$ cat src/rtl/fetch_pkg.sv
/*
  Shared widths, types and encodings of the fetch front end.
  Fetch blocks are 8 bytes, two 32-bit slots, slot 0 in the low half.
  Commit causes above 15 are internal and never index medeleg.
*/
package fetch_pkg;

  // ====================
  // sizes
  // ====================
  localparam int VADDR_W     = 32;
  localparam int INST_W      = 32;
  localparam int FETCH_SLOTS = 2;
  localparam int FETCH_BYTES = 8;
  localparam int FETCH_W     = 64;
  localparam int BTB_ENTRIES = 16;
  localparam int BIM_ENTRIES = 64;
  localparam int IBUF_DEPTH  = 4;

  // derived index widths
  localparam int OFFSET_W   = $clog2(FETCH_BYTES);
  localparam int SLOT_W     = $clog2(FETCH_SLOTS);
  localparam int BTB_IDX_W  = $clog2(BTB_ENTRIES);
  localparam int BTB_TAG_W  = VADDR_W - BTB_IDX_W - 2;
  localparam int BIM_IDX_W  = $clog2(BIM_ENTRIES);
  localparam int IBUF_PTR_W = $clog2(IBUF_DEPTH);

  // ====================
  // types
  // ====================
  typedef logic [VADDR_W-1:0]     vaddr_t;
  typedef logic [INST_W-1:0]      inst_t;
  typedef logic [FETCH_W-1:0]     fetch_blk_t;
  typedef logic [FETCH_SLOTS-1:0] slot_mask_t;
  typedef logic [1:0]             bim_ctr_t;

  localparam vaddr_t PC_RESET = 32'h0000_1000;

  // standard cause numbers, internal flush kinds above 15
  typedef enum logic [4:0] {
    INST_ADDR_MISALIGN = 5'd0,
    INST_ACC_FAULT     = 5'd1,
    ILLEGAL_INST       = 5'd2,
    ECALL_U            = 5'd8,
    ECALL_S            = 5'd9,
    ECALL_M            = 5'd11,
    INST_PAGE_FAULT    = 5'd12,
    SILENT_FLUSH       = 5'd16,
    MRET               = 5'd17
  } except_e;

  typedef enum logic [1:0] {
    S_ISSUE = 2'd0,
    S_BUS   = 2'd1,
    S_DRAIN = 2'd2,
    S_IBUF  = 2'd3
  } fetch_state_e;

endpackage
$ cat src/rtl/fetch_ifs.sv
/*
  Predictor search and update links.
  Search results are registered one cycle after s0_valid and held
  until the next search.
*/

// ====================
// search
// ====================
interface bp_search_if
  import fetch_pkg::*;
();

  logic                         s0_valid;
  vaddr_t                       s0_pc;
  slot_mask_t                   s1_taken;
  vaddr_t [FETCH_SLOTS-1:0]     s1_target;

  modport fetch (
    output s0_valid, s0_pc,
    input  s1_taken, s1_target
  );

  modport pred (
    input  s0_valid, s0_pc,
    output s1_taken, s1_target
  );

endinterface

// ====================
// update
// ====================
interface bp_update_if
  import fetch_pkg::*;
();

  logic   valid;
  vaddr_t pc;
  vaddr_t target;
  logic   taken;
  logic   mispredict;

  modport backend (output valid, pc, target, taken, mispredict);
  modport pred    (input  valid, pc, target, taken, mispredict);

endinterface

$ cat src/rtl/fetch_frontend.sv
/*
  Instruction fetch front end, Wishbone classic read master.
  Branch updates must already be filtered for dead branches.
*/
module fetch_frontend
  import fetch_pkg::*;
(
  input  logic        i_clk,
  input  logic        i_reset_n,
  // wishbone classic master, read only
  output logic        o_wb_cyc,
  output logic        o_wb_stb,
  output vaddr_t      o_wb_adr,
  input  fetch_blk_t  i_wb_dat,
  input  logic        i_wb_ack,
  // branch resolution
  input  logic        i_br_upd_valid,
  input  vaddr_t      i_br_upd_pc,
  input  vaddr_t      i_br_upd_target,
  input  logic        i_br_upd_taken,
  input  logic        i_br_upd_mispredict,
  // commit
  input  logic        i_commit_flush,
  input  except_e     i_commit_cause,
  input  vaddr_t      i_commit_epc,
  // csr
  input  vaddr_t      i_csr_mepc,
  input  vaddr_t      i_csr_mtvec,
  input  vaddr_t      i_csr_stvec,
  input  logic [31:0] i_csr_medeleg,
  // dispatch
  output logic        o_disp_valid,
  input  logic        i_disp_ready,
  output vaddr_t      o_disp_pc,
  output inst_t       o_disp_inst
);

  logic       w_flush;
  vaddr_t     w_flush_pc;
  logic       w_req;
  vaddr_t     w_req_adr;
  logic       w_rsp_valid;
  fetch_blk_t w_rsp_data;
  logic       w_push;
  vaddr_t     w_push_pc;
  fetch_blk_t w_push_data;
  slot_mask_t w_push_mask;
  logic       w_ibuf_ready;

  bp_search_if w_bp_search ();
  bp_update_if w_bp_update ();

  redirect_unit u_redirect (
    .i_commit_flush      (i_commit_flush),
    .i_commit_cause      (i_commit_cause),
    .i_commit_epc        (i_commit_epc),
    .i_csr_mepc          (i_csr_mepc),
    .i_csr_mtvec         (i_csr_mtvec),
    .i_csr_stvec         (i_csr_stvec),
    .i_csr_medeleg       (i_csr_medeleg),
    .i_br_upd_valid      (i_br_upd_valid),
    .i_br_upd_pc         (i_br_upd_pc),
    .i_br_upd_target     (i_br_upd_target),
    .i_br_upd_taken      (i_br_upd_taken),
    .i_br_upd_mispredict (i_br_upd_mispredict),
    .o_flush             (w_flush),
    .o_flush_pc          (w_flush_pc),
    .bp_update           (w_bp_update)
  );

  fetch_ctrl u_fetch_ctrl (
    .i_clk        (i_clk),
    .i_reset_n    (i_reset_n),
    .i_flush      (w_flush),
    .i_flush_pc   (w_flush_pc),
    .i_rsp_valid  (w_rsp_valid),
    .i_rsp_data   (w_rsp_data),
    .i_ibuf_ready (w_ibuf_ready),
    .o_req        (w_req),
    .o_req_adr    (w_req_adr),
    .o_push       (w_push),
    .o_push_pc    (w_push_pc),
    .o_push_data  (w_push_data),
    .o_push_mask  (w_push_mask),
    .bp_search    (w_bp_search)
  );

  wb_fetch_master u_wb_master (
    .i_clk       (i_clk),
    .i_reset_n   (i_reset_n),
    .i_req       (w_req),
    .i_req_adr   (w_req_adr),
    .i_wb_dat    (i_wb_dat),
    .i_wb_ack    (i_wb_ack),
    .o_wb_cyc    (o_wb_cyc),
    .o_wb_stb    (o_wb_stb),
    .o_wb_adr    (o_wb_adr),
    .o_rsp_valid (w_rsp_valid),
    .o_rsp_data  (w_rsp_data)
  );

  branch_predictor u_predictor (
    .i_clk     (i_clk),
    .i_reset_n (i_reset_n),
    .search    (w_bp_search),
    .update    (w_bp_update)
  );

  inst_buffer u_ibuf (
    .i_clk        (i_clk),
    .i_reset_n    (i_reset_n),
    .i_flush      (w_flush),
    .i_push       (w_push),
    .i_push_pc    (w_push_pc),
    .i_push_data  (w_push_data),
    .i_push_mask  (w_push_mask),
    .i_disp_ready (i_disp_ready),
    .o_ready      (w_ibuf_ready),
    .o_disp_valid (o_disp_valid),
    .o_disp_pc    (o_disp_pc),
    .o_disp_inst  (o_disp_inst)
  );

endmodule

$ cat src/rtl/inst_buffer.sv
/*
  Block FIFO, one instruction out per handshake.
  Pushed masks must have at least one slot set.
*/
module inst_buffer
  import fetch_pkg::*;
(
  input  logic       i_clk,
  input  logic       i_reset_n,
  input  logic       i_flush,
  input  logic       i_push,
  input  vaddr_t     i_push_pc,
  input  fetch_blk_t i_push_data,
  input  slot_mask_t i_push_mask,
  input  logic       i_disp_ready,
  output logic       o_ready,
  output logic       o_disp_valid,
  output vaddr_t     o_disp_pc,
  output inst_t      o_disp_inst
);

  vaddr_t                    r_pc   [IBUF_DEPTH];
  fetch_blk_t                r_data [IBUF_DEPTH];
  slot_mask_t                r_mask [IBUF_DEPTH];
  logic [IBUF_PTR_W-1:0]     r_wr;
  logic [IBUF_PTR_W-1:0]     r_rd;
  logic [IBUF_PTR_W:0]       r_count;
  slot_mask_t                r_used;
  slot_mask_t                w_avail;
  slot_mask_t                w_slot_oh;
  logic [SLOT_W-1:0]         w_slot;
  logic                      w_push;
  logic                      w_pop;
  logic                      w_blk_done;

  assign o_ready      = (r_count != (IBUF_PTR_W + 1)'(IBUF_DEPTH));
  assign o_disp_valid = (r_count != '0);
  assign w_push       = i_push & o_ready;

  // lowest slot of the head block not yet handed out
  always_comb begin
    w_avail = r_mask[r_rd] & ~r_used;
    w_slot  = '0;
    for (int i = FETCH_SLOTS - 1; i >= 0; i--) begin
      if (w_avail[i]) w_slot = SLOT_W'(i);
    end
  end

  assign w_slot_oh   = slot_mask_t'(1) << w_slot;
  assign w_pop       = o_disp_valid & i_disp_ready;
  assign w_blk_done  = w_pop & ((w_avail & ~w_slot_oh) == '0);
  assign o_disp_pc   = r_pc[r_rd] + (vaddr_t'(w_slot) << 2);
  assign o_disp_inst = r_data[r_rd][w_slot * INST_W +: INST_W];

  always_ff @(posedge i_clk or negedge i_reset_n) begin
    if (!i_reset_n) begin
      r_wr    <= '0;
      r_rd    <= '0;
      r_count <= '0;
      r_used  <= '0;
    end else if (i_flush) begin
      r_wr    <= '0;
      r_rd    <= '0;
      r_count <= '0;
      r_used  <= '0;
    end else begin
      if (w_push) r_wr <= r_wr + 1'b1;
      if (w_blk_done) begin
        r_rd   <= r_rd + 1'b1;
        r_used <= '0;
      end else if (w_pop) begin
        r_used <= r_used | w_slot_oh;
      end
      r_count <= r_count + (IBUF_PTR_W + 1)'(w_push) - (IBUF_PTR_W + 1)'(w_blk_done);
    end
  end

  always_ff @(posedge i_clk) begin
    if (w_push && !i_flush) begin
      r_pc[r_wr]   <= i_push_pc;
      r_data[r_wr] <= i_push_data;
      r_mask[r_wr] <= i_push_mask;
    end
  end

endmodule

$ cat src/rtl/branch_predictor.sv
/*
  Direct-mapped BTB plus bimodal counters, both slots searched at once.
  BTB entries are only written by taken mispredicts, never evicted.
*/
module branch_predictor
  import fetch_pkg::*;
(
  input  logic      i_clk,
  input  logic      i_reset_n,
  bp_search_if.pred search,
  bp_update_if.pred update
);

  logic [BTB_ENTRIES-1:0] r_btb_valid;
  logic [BTB_TAG_W-1:0]   r_btb_tag    [BTB_ENTRIES];
  vaddr_t                 r_btb_target [BTB_ENTRIES];
  bim_ctr_t               r_bim        [BIM_ENTRIES];
  vaddr_t                 w_slot_pc    [FETCH_SLOTS];
  slot_mask_t             w_pred_taken;
  bim_ctr_t               w_ctr_cur;
  bim_ctr_t               w_ctr_next;
  logic                   w_btb_write;

  function automatic logic [BTB_IDX_W-1:0] btb_idx(input vaddr_t pc);
    return pc[BTB_IDX_W+1:2];
  endfunction

  function automatic logic [BTB_TAG_W-1:0] btb_tag(input vaddr_t pc);
    return pc[VADDR_W-1:BTB_IDX_W+2];
  endfunction

  function automatic logic [BIM_IDX_W-1:0] bim_idx(input vaddr_t pc);
    return pc[BIM_IDX_W+1:2];
  endfunction

  // ====================
  // search
  // ====================
  always_comb begin
    for (int i = 0; i < FETCH_SLOTS; i++) begin
      w_slot_pc[i] = {search.s0_pc[VADDR_W-1:OFFSET_W], OFFSET_W'(0)} + vaddr_t'(4 * i);
      w_pred_taken[i] = r_btb_valid[btb_idx(w_slot_pc[i])] &
                        (r_btb_tag[btb_idx(w_slot_pc[i])] == btb_tag(w_slot_pc[i])) &
                        (r_bim[bim_idx(w_slot_pc[i])] >= 2'd2);
    end
  end

  always_ff @(posedge i_clk or negedge i_reset_n) begin
    if (!i_reset_n) begin
      search.s1_taken <= '0;
    end else if (search.s0_valid) begin
      search.s1_taken <= w_pred_taken;
    end
  end

  always_ff @(posedge i_clk) begin
    if (search.s0_valid) begin
      for (int i = 0; i < FETCH_SLOTS; i++) begin
        search.s1_target[i] <= r_btb_target[btb_idx(w_slot_pc[i])];
      end
    end
  end

  // ====================
  // training
  // ====================
  assign w_btb_write = update.valid & update.mispredict & update.taken;
  assign w_ctr_cur   = r_bim[bim_idx(update.pc)];

  always_comb begin
    w_ctr_next = w_ctr_cur;
    if (update.taken) begin
      if (w_ctr_cur != 2'd3) w_ctr_next = w_ctr_cur + 2'd1;
    end else if (w_ctr_cur != 2'd0) begin
      w_ctr_next = w_ctr_cur - 2'd1;
    end
  end

  // counters start weakly not taken
  always_ff @(posedge i_clk or negedge i_reset_n) begin
    if (!i_reset_n) begin
      r_btb_valid <= '0;
      for (int i = 0; i < BIM_ENTRIES; i++) r_bim[i] <= 2'd1;
    end else begin
      if (w_btb_write) r_btb_valid[btb_idx(update.pc)] <= 1'b1;
      if (update.valid) r_bim[bim_idx(update.pc)] <= w_ctr_next;
    end
  end

  always_ff @(posedge i_clk) begin
    if (w_btb_write) begin
      r_btb_tag[btb_idx(update.pc)]    <= btb_tag(update.pc);
      r_btb_target[btb_idx(update.pc)] <= update.target;
    end
  end

endmodule

$ cat src/rtl/wb_fetch_master.sv
/*
  Wishbone classic single read, one transfer at a time.
  A request arriving while a cycle is open is ignored.
*/
module wb_fetch_master
  import fetch_pkg::*;
(
  input  logic       i_clk,
  input  logic       i_reset_n,
  input  logic       i_req,
  input  vaddr_t     i_req_adr,
  input  fetch_blk_t i_wb_dat,
  input  logic       i_wb_ack,
  output logic       o_wb_cyc,
  output logic       o_wb_stb,
  output vaddr_t     o_wb_adr,
  output logic       o_rsp_valid,
  output fetch_blk_t o_rsp_data
);

  logic r_cyc;

  // cyc and stb move together for a single transfer
  always_ff @(posedge i_clk or negedge i_reset_n) begin
    if (!i_reset_n) begin
      r_cyc       <= 1'b0;
      o_rsp_valid <= 1'b0;
    end else begin
      o_rsp_valid <= r_cyc & i_wb_ack;
      if (r_cyc) begin
        if (i_wb_ack) r_cyc <= 1'b0;
      end else if (i_req) begin
        r_cyc <= 1'b1;
      end
    end
  end

  always_ff @(posedge i_clk) begin
    if (!r_cyc && i_req) o_wb_adr <= i_req_adr;
    if (r_cyc && i_wb_ack) o_rsp_data <= i_wb_dat;
  end

  assign o_wb_cyc = r_cyc;
  assign o_wb_stb = r_cyc;

endmodule

$ cat src/rtl/fetch_ctrl.sv
/*
  Fetch FSM, one block in flight at a time.
  Flush targets are assumed 4-byte aligned.
  Predictor results are consumed while still held from the last search.
*/
module fetch_ctrl
  import fetch_pkg::*;
(
  input  logic       i_clk,
  input  logic       i_reset_n,
  input  logic       i_flush,
  input  vaddr_t     i_flush_pc,
  input  logic       i_rsp_valid,
  input  fetch_blk_t i_rsp_data,
  input  logic       i_ibuf_ready,
  output logic       o_req,
  output vaddr_t     o_req_adr,
  output logic       o_push,
  output vaddr_t     o_push_pc,
  output fetch_blk_t o_push_data,
  output slot_mask_t o_push_mask,
  bp_search_if.fetch bp_search
);

  fetch_state_e r_state;
  fetch_state_e w_state_next;
  vaddr_t       r_pc;
  vaddr_t       w_pc_next;
  vaddr_t       w_blk_adr;
  vaddr_t       w_pred_pc;
  slot_mask_t   w_mask;
  fetch_blk_t   r_hold_data;
  logic         r_live;
  logic         w_issue;
  logic         w_have_rsp;

  // ====================
  // issue
  // ====================
  assign w_blk_adr = {r_pc[VADDR_W-1:OFFSET_W], OFFSET_W'(0)};
  // idle for one cycle after reset
  assign w_issue   = (r_state == S_ISSUE) & r_live & ~i_flush;

  assign o_req              = w_issue;
  assign o_req_adr          = w_blk_adr;
  assign bp_search.s0_valid = w_issue;
  assign bp_search.s0_pc    = r_pc;

  // ====================
  // slot mask, next pc
  // ====================
  always_comb begin
    logic stop;
    stop      = 1'b0;
    w_mask    = '0;
    w_pred_pc = w_blk_adr + vaddr_t'(FETCH_BYTES);
    for (int i = 0; i < FETCH_SLOTS; i++) begin
      if (!stop && (i >= int'(r_pc[OFFSET_W-1:2]))) begin
        w_mask[i] = 1'b1;
        // first taken slot ends the block
        if (bp_search.s1_taken[i]) begin
          stop      = 1'b1;
          w_pred_pc = bp_search.s1_target[i];
        end
      end
    end
  end

  assign w_have_rsp  = ((r_state == S_BUS) & i_rsp_valid) | (r_state == S_IBUF);
  assign o_push      = w_have_rsp & i_ibuf_ready & ~i_flush;
  assign o_push_pc   = w_blk_adr;
  assign o_push_data = (r_state == S_IBUF) ? r_hold_data : i_rsp_data;
  assign o_push_mask = w_mask;

  always_comb begin
    w_state_next = r_state;
    case (r_state)
      S_ISSUE: if (w_issue) w_state_next = S_BUS;
      S_BUS: begin
        if (i_flush) begin
          // open cycle must still finish
          w_state_next = i_rsp_valid ? S_ISSUE : S_DRAIN;
        end else if (i_rsp_valid) begin
          w_state_next = i_ibuf_ready ? S_ISSUE : S_IBUF;
        end
      end
      S_DRAIN: if (i_rsp_valid) w_state_next = S_ISSUE;
      S_IBUF:  if (i_flush || i_ibuf_ready) w_state_next = S_ISSUE;
      default: w_state_next = S_ISSUE;
    endcase
  end

  assign w_pc_next = i_flush ? i_flush_pc : (o_push ? w_pred_pc : r_pc);

  always_ff @(posedge i_clk or negedge i_reset_n) begin
    if (!i_reset_n) begin
      r_state <= S_ISSUE;
      r_pc    <= PC_RESET;
      r_live  <= 1'b0;
    end else begin
      r_state <= w_state_next;
      r_pc    <= w_pc_next;
      r_live  <= 1'b1;
    end
  end

  // response parked while the buffer is full
  always_ff @(posedge i_clk) begin
    if ((r_state == S_BUS) && i_rsp_valid) begin
      r_hold_data <= i_rsp_data;
    end
  end

endmodule

$ cat src/rtl/redirect_unit.sv
/*
  Flush decision and target, purely combinational.
  Commit flush has priority over a branch mispredict in the same cycle.
*/
module redirect_unit
  import fetch_pkg::*;
(
  input  logic        i_commit_flush,
  input  except_e     i_commit_cause,
  input  vaddr_t      i_commit_epc,
  input  vaddr_t      i_csr_mepc,
  input  vaddr_t      i_csr_mtvec,
  input  vaddr_t      i_csr_stvec,
  input  logic [31:0] i_csr_medeleg,
  input  logic        i_br_upd_valid,
  input  vaddr_t      i_br_upd_pc,
  input  vaddr_t      i_br_upd_target,
  input  logic        i_br_upd_taken,
  input  logic        i_br_upd_mispredict,
  output logic        o_flush,
  output vaddr_t      o_flush_pc,
  bp_update_if.backend bp_update
);

  logic w_br_flush;

  assign w_br_flush = i_br_upd_valid & i_br_upd_mispredict;
  assign o_flush    = i_commit_flush | w_br_flush;

  always_comb begin
    if (i_commit_flush) begin
      case (i_commit_cause)
        SILENT_FLUSH: o_flush_pc = i_commit_epc + vaddr_t'(4);
        MRET:         o_flush_pc = i_csr_mepc;
        // trap, delegated ones go to the supervisor vector
        default:      o_flush_pc = i_csr_medeleg[i_commit_cause] ? i_csr_stvec : i_csr_mtvec;
      endcase
    end else begin
      o_flush_pc = i_br_upd_target;
    end
  end

  // every resolved branch trains the predictor
  assign bp_update.valid      = i_br_upd_valid;
  assign bp_update.pc         = i_br_upd_pc;
  assign bp_update.target     = i_br_upd_target;
  assign bp_update.taken      = i_br_upd_taken;
  assign bp_update.mispredict = i_br_upd_mispredict;

endmodule

$ cat config.mk
export PLATFORM = sky130hd
export DESIGN_NAME = fetch_frontend
export DESIGN_NICKNAME = d
export VERILOG_FILES = /design/src/rtl/fetch_pkg.sv /design/src/rtl/fetch_ifs.sv /design/src/rtl/fetch_frontend.sv /design/src/rtl/inst_buffer.sv /design/src/rtl/branch_predictor.sv /design/src/rtl/wb_fetch_master.sv /design/src/rtl/fetch_ctrl.sv /design/src/rtl/redirect_unit.sv
export SDC_FILE = /design/constraint.sdc
export NUM_CORES = 2
export LEC_CHECK = 0
export CAP_MARGIN = 5
export CORE_ASPECT_RATIO = 0.5
export CORE_MARGIN = 10
export CORE_UTILIZATION = 40
export CTS_CLUSTER_DIAMETER = 150
export DETAILED_ROUTE_END_ITERATION = 12
export DONT_BUFFER_PORTS = 1
export PLACE_DENSITY = 0.64
export SLEW_MARGIN = 5
export SYNTH_ARGS = -nofsm -noshare
export SYNTH_HDL_FRONTEND = slang
export SYNTH_SLANG_ARGS = --single-unit
$ cat constraint.sdc
create_clock -name i_clk -period 6.8 [get_ports i_clk]
set_input_delay 0.34 -clock i_clk [delete_from_list [all_inputs] [get_ports i_clk]]
set_output_delay 0.34 -clock i_clk [all_outputs]
set_load 0.01 [all_outputs]
==> results.cfg <==
[worst_setup_path]
worstReg2RegEnd = u_fetch_ctrl.bp_search.s0_pc[19]
cp-end-kind = primary output
critPathKind = reg2out
rrSetupSlack_ns = 2.63
critPathRequiredTime_ns = 6.46
cp_max_fo = 36
worstReg2RegStart = u_fetch_ctrl.bp_search.s0_pc[8]
critical_path_arrival_ns = 4.16
ff2ff_path_depth = 7
startpoint_type = register

[layout]
layout.cells.non_filler = 6322
stdcell_area_um2 = 78600
nets = 4202
areaGrowthSynthToFinish_pct = 14.7
layout-drive-gt1-share_pct = 24.9
multi_input_comb_area_um2 = 18000
seq_area_um2 = 49700
fillers = 14269

[hold_path]
hold_end = u_predictor.r_bim[94]
holdCritPathClass = in2reg
hold_depth = 4
min_from = i_br_upd_pc[6]

[clocking]
clock_sinks = 1683
path_clk_slew_ns = 0.07
cts.repair.resized = 0
cts-root-buf = clkbuf_16
htree_num_levels = 4
cts_tree = done
numCtsBuffers = 152
clk_latency_ns = 0.83
clock_path_buffers = 3

[route]
drt_iter0_drc = 4356
viasPerCell = 5.79
drc = 0
post_drt_wl_per_cell_um = 29.5
ant_nets = 0
drt_wl_total_mm = 187
num_vias = 36609
drt_pass1_iterations = 5

[floorplan]
initial_core_util_pct = 40.3
dieArea_um2 = 189000
io_pins = 400
die_x_um = 606
placeableCoreArea_um2 = 170000
rows = 107
die_y_um = 313

[pwr]
switching_share_pct = 24.7
p_switching_mw = 5.89
p_per_area_nw_per_um2 = 303
p_leak_nw = 25.0
combinationalPowerShare_pct = 11.1
finalPower_mw = 23.8
p_seq_share_pct = 51.2
ir_drop_mv = 0.258
internal-power_mw = 17.9
clockPowerShare_pct = 37.7

[timing]
setup_tns_ns = 0
finalHoldViolations = 0
fin_crit_sh_pct = 66.1
slew-limit-headroom_pct = 15.4
finalCriticalPeriod_ns = 4.50
tightest_slew_ns = 1.27
setup_viol = 0
rsz0062_at_grt = false
slew_violations = 0
fmax_ghz = 0.222
hold_ws_ns = 0.0506
skew_ns = 0.0712

[synthesis]
synthCells = 3689
yosys.area.top_type_share_pct = 65.4
async_flop_share_pct = 11.3
synth.area.top_cells = edfxtp_1 65%, mux4_2 13%, dfrtp_1 4.6%
synth_edf_count = 1493
synth-seq-cells = 1683
syn_area_um2 = 68600
postSynthAreaPerCell_um2 = 18.6
ys_types = 73
synthFlopType = edfxtp_1
ys_warn_count = 0
ys_seq_area_share_pct = 72.4
synth_top_area_cell = edfxtp_1

[global_route]
grt_pass1_vias = 37128
grt_overflow = 0
grt_pass1_wl_mm = 267
antenna_found_initial = 25
grt_max_degree = 191
grtUsageTotal_pct = 19.2

[placed_design]
dp_hpwl_mm = 112
dp_cells = 5824
dpl_cell_area_um2 = 71300
port_buffers = 0
place_congestion = 0.866

[outcome]
status = finished clean

[flow_run]
cap_viol_max_count = 0
## worst max path at each step
stage               slack, ns      startpoint  cells after the start                     endpoint
detailed placement       2.96  u_ibuf.r_rd[0]                      6              o_disp_inst[21]
floorplan                2.76  i_br_upd_pc[2]                      5  u_predictor.r_btb_tag[4][0]
global route             1.99  u_ibuf.r_rd[0]                      6              o_disp_inst[31]
global placement         3.00  u_ibuf.r_rd[0]                      6               o_disp_inst[0]
CTS                      2.06  u_ibuf.r_rd[0]                      6              o_disp_inst[21]
finish                   2.30  u_ibuf.r_rd[0]                      6               o_disp_inst[0]
## state kept, by name, indices dropped and copies added (netlist names), 3 cells and up
signal / cells
u_predictor.search.s1_target: 60
u_predictor.r_btb_valid: 16
u_fetch_ctrl.bp_search.s0_pc: 30
u_predictor.r_btb_tag: 416
u_wb_master.o_wb_adr: 29
u_fetch_ctrl.r_hold_data: 64
u_predictor.r_btb_target: 480
u_predictor.r_bim: 128
u_ibuf.r_pc: 116
u_wb_master.o_rsp_data: 64
u_ibuf.r_mask: 8
u_ibuf.r_count: 3
u_ibuf.r_data: 256
## cell usage in the layout, fill, tap and decap left out, types with 10 or more instances in the layout
cell type	count
or2_2	21
xor2_1	33
a31oi_1	38
dfrtp_1	119
edfxtp_1	1493
nor4_1	17
bufinv_16	16
clkbuf_16	153
mux4_2	383
nor2b_1	12
nor3_1	17
nand3_1	41
o21ai_1	61
nor2_4	19
buf_4	70
xnor2_1	51
clkinv_2	25
dfstp_2	65
mux2_2	180
o211ai_1	10
nand4_1	27
clkinv_1	22
and2_1	13
clkbuf_1	34
nor2_1	132
a22oi_1	22
mux2i_1	94
o311ai_0	11
a21oi_1	110
and3_1	12
o21ai_0	48
clkinv_16	14
o22ai_1	14
a211oi_1	21
nand2b_1	21
dlygate4sd3_1	200
diode_2	14
inv_1	22
nand2_1	200
and4_1	11
## kinds of logic after synthesis
kind of cell    share of synthesized area, %
flops                                   72.4
mux                                     16.9
simple gates                            3.96
compound gates                          3.80
buf+inv                                 1.63
xor+xnor                                1.07
fa+ha+maj                              0.206
other cells                           0.0109
## through the flow
stage	utilization (%)	setup WS [ns]
after floorplan	-	2.76
after global placement	41.9	3.00
after detailed placement	41.9	2.96
after CTS	46.1	2.06
after global routing	46.2	1.99
final	46.2	2.30
## critical path: stages (launching register included)
cell and delay [ns]:
dfrtp_4 0.81, mux4_2 0.56, nor2b_1 0.19, nor2b_4 0.47, buf_4 0.55, mux4_2 0.38, mux2_2 0.33
## power by group through the flow
stage | clock network (mW) | logic (mW) | registers [mW]
finish | 8.96 | 2.65 | 12.2
global route | 9.54 | 2.82 | 12.2
CTS | 9.12 | 2.66 | 12.2
detailed placement | 0 | 2.40 | 12.4
global placement | 0 | 2.36 | 12.4
floorplan | 0 | 1.88 | 12.1
## layer usage
layer	vias up	wire, um	GRT usage, %
met1	19200	70900	24.0
met3	447	13500	3.77
li1	15278	-	-
met4	8	10500	9.81
met5	-	55	0
met2	1676	91600	31.8
## area by class of cell
cell class	instances	area share (%)
antenna	14	0.0445
clock buffer	194	5.15
clock inverter	87	1.52
multi-input combinational	1754	22.9
timing repair buffer	277	3.40
inverter	24	0.115
tap	2289	3.64
sequential	1683	63.2
## Yosys cell counts, types with 10 or more instances
| cell type | instances |
|---|---|
| mux4_2 | 383 |
| and3_1 | 16 |
| and4_1 | 11 |
| nand4_1 | 27 |
| nor2_1 | 155 |
| xor2_1 | 33 |
| o211ai_1 | 10 |
| nor4_1 | 18 |
| buf_4 | 15 |
| or2_2 | 21 |
| xnor2_1 | 51 |
| nor2b_1 | 14 |
| o21ai_1 | 61 |
| o21ai_0 | 48 |
| dfrtp_1 | 125 |
| mux2i_1 | 94 |
| mux2_2 | 180 |
| edfxtp_1 | 1493 |
| dfstp_2 | 65 |
| o22ai_1 | 14 |
| buf_1 | 39 |
| a211oi_1 | 22 |
| clkbuf_1 | 139 |
| and2_1 | 14 |
| inv_1 | 23 |
| a21oi_1 | 110 |
| nor3_1 | 18 |
| nand2b_1 | 21 |
| a31oi_1 | 38 |
| o311ai_0 | 11 |
| buf_2 | 31 |
| a22oi_1 | 22 |
| nand2_1 | 201 |
| nand3_1 | 41 |
## timing repair
action | CTS | global route
hold buffers | 200 | 2
hold endpoints to repair | 1294 | 10
setup buffers | 0 | 0
Power figures use the tool's default switching activity.
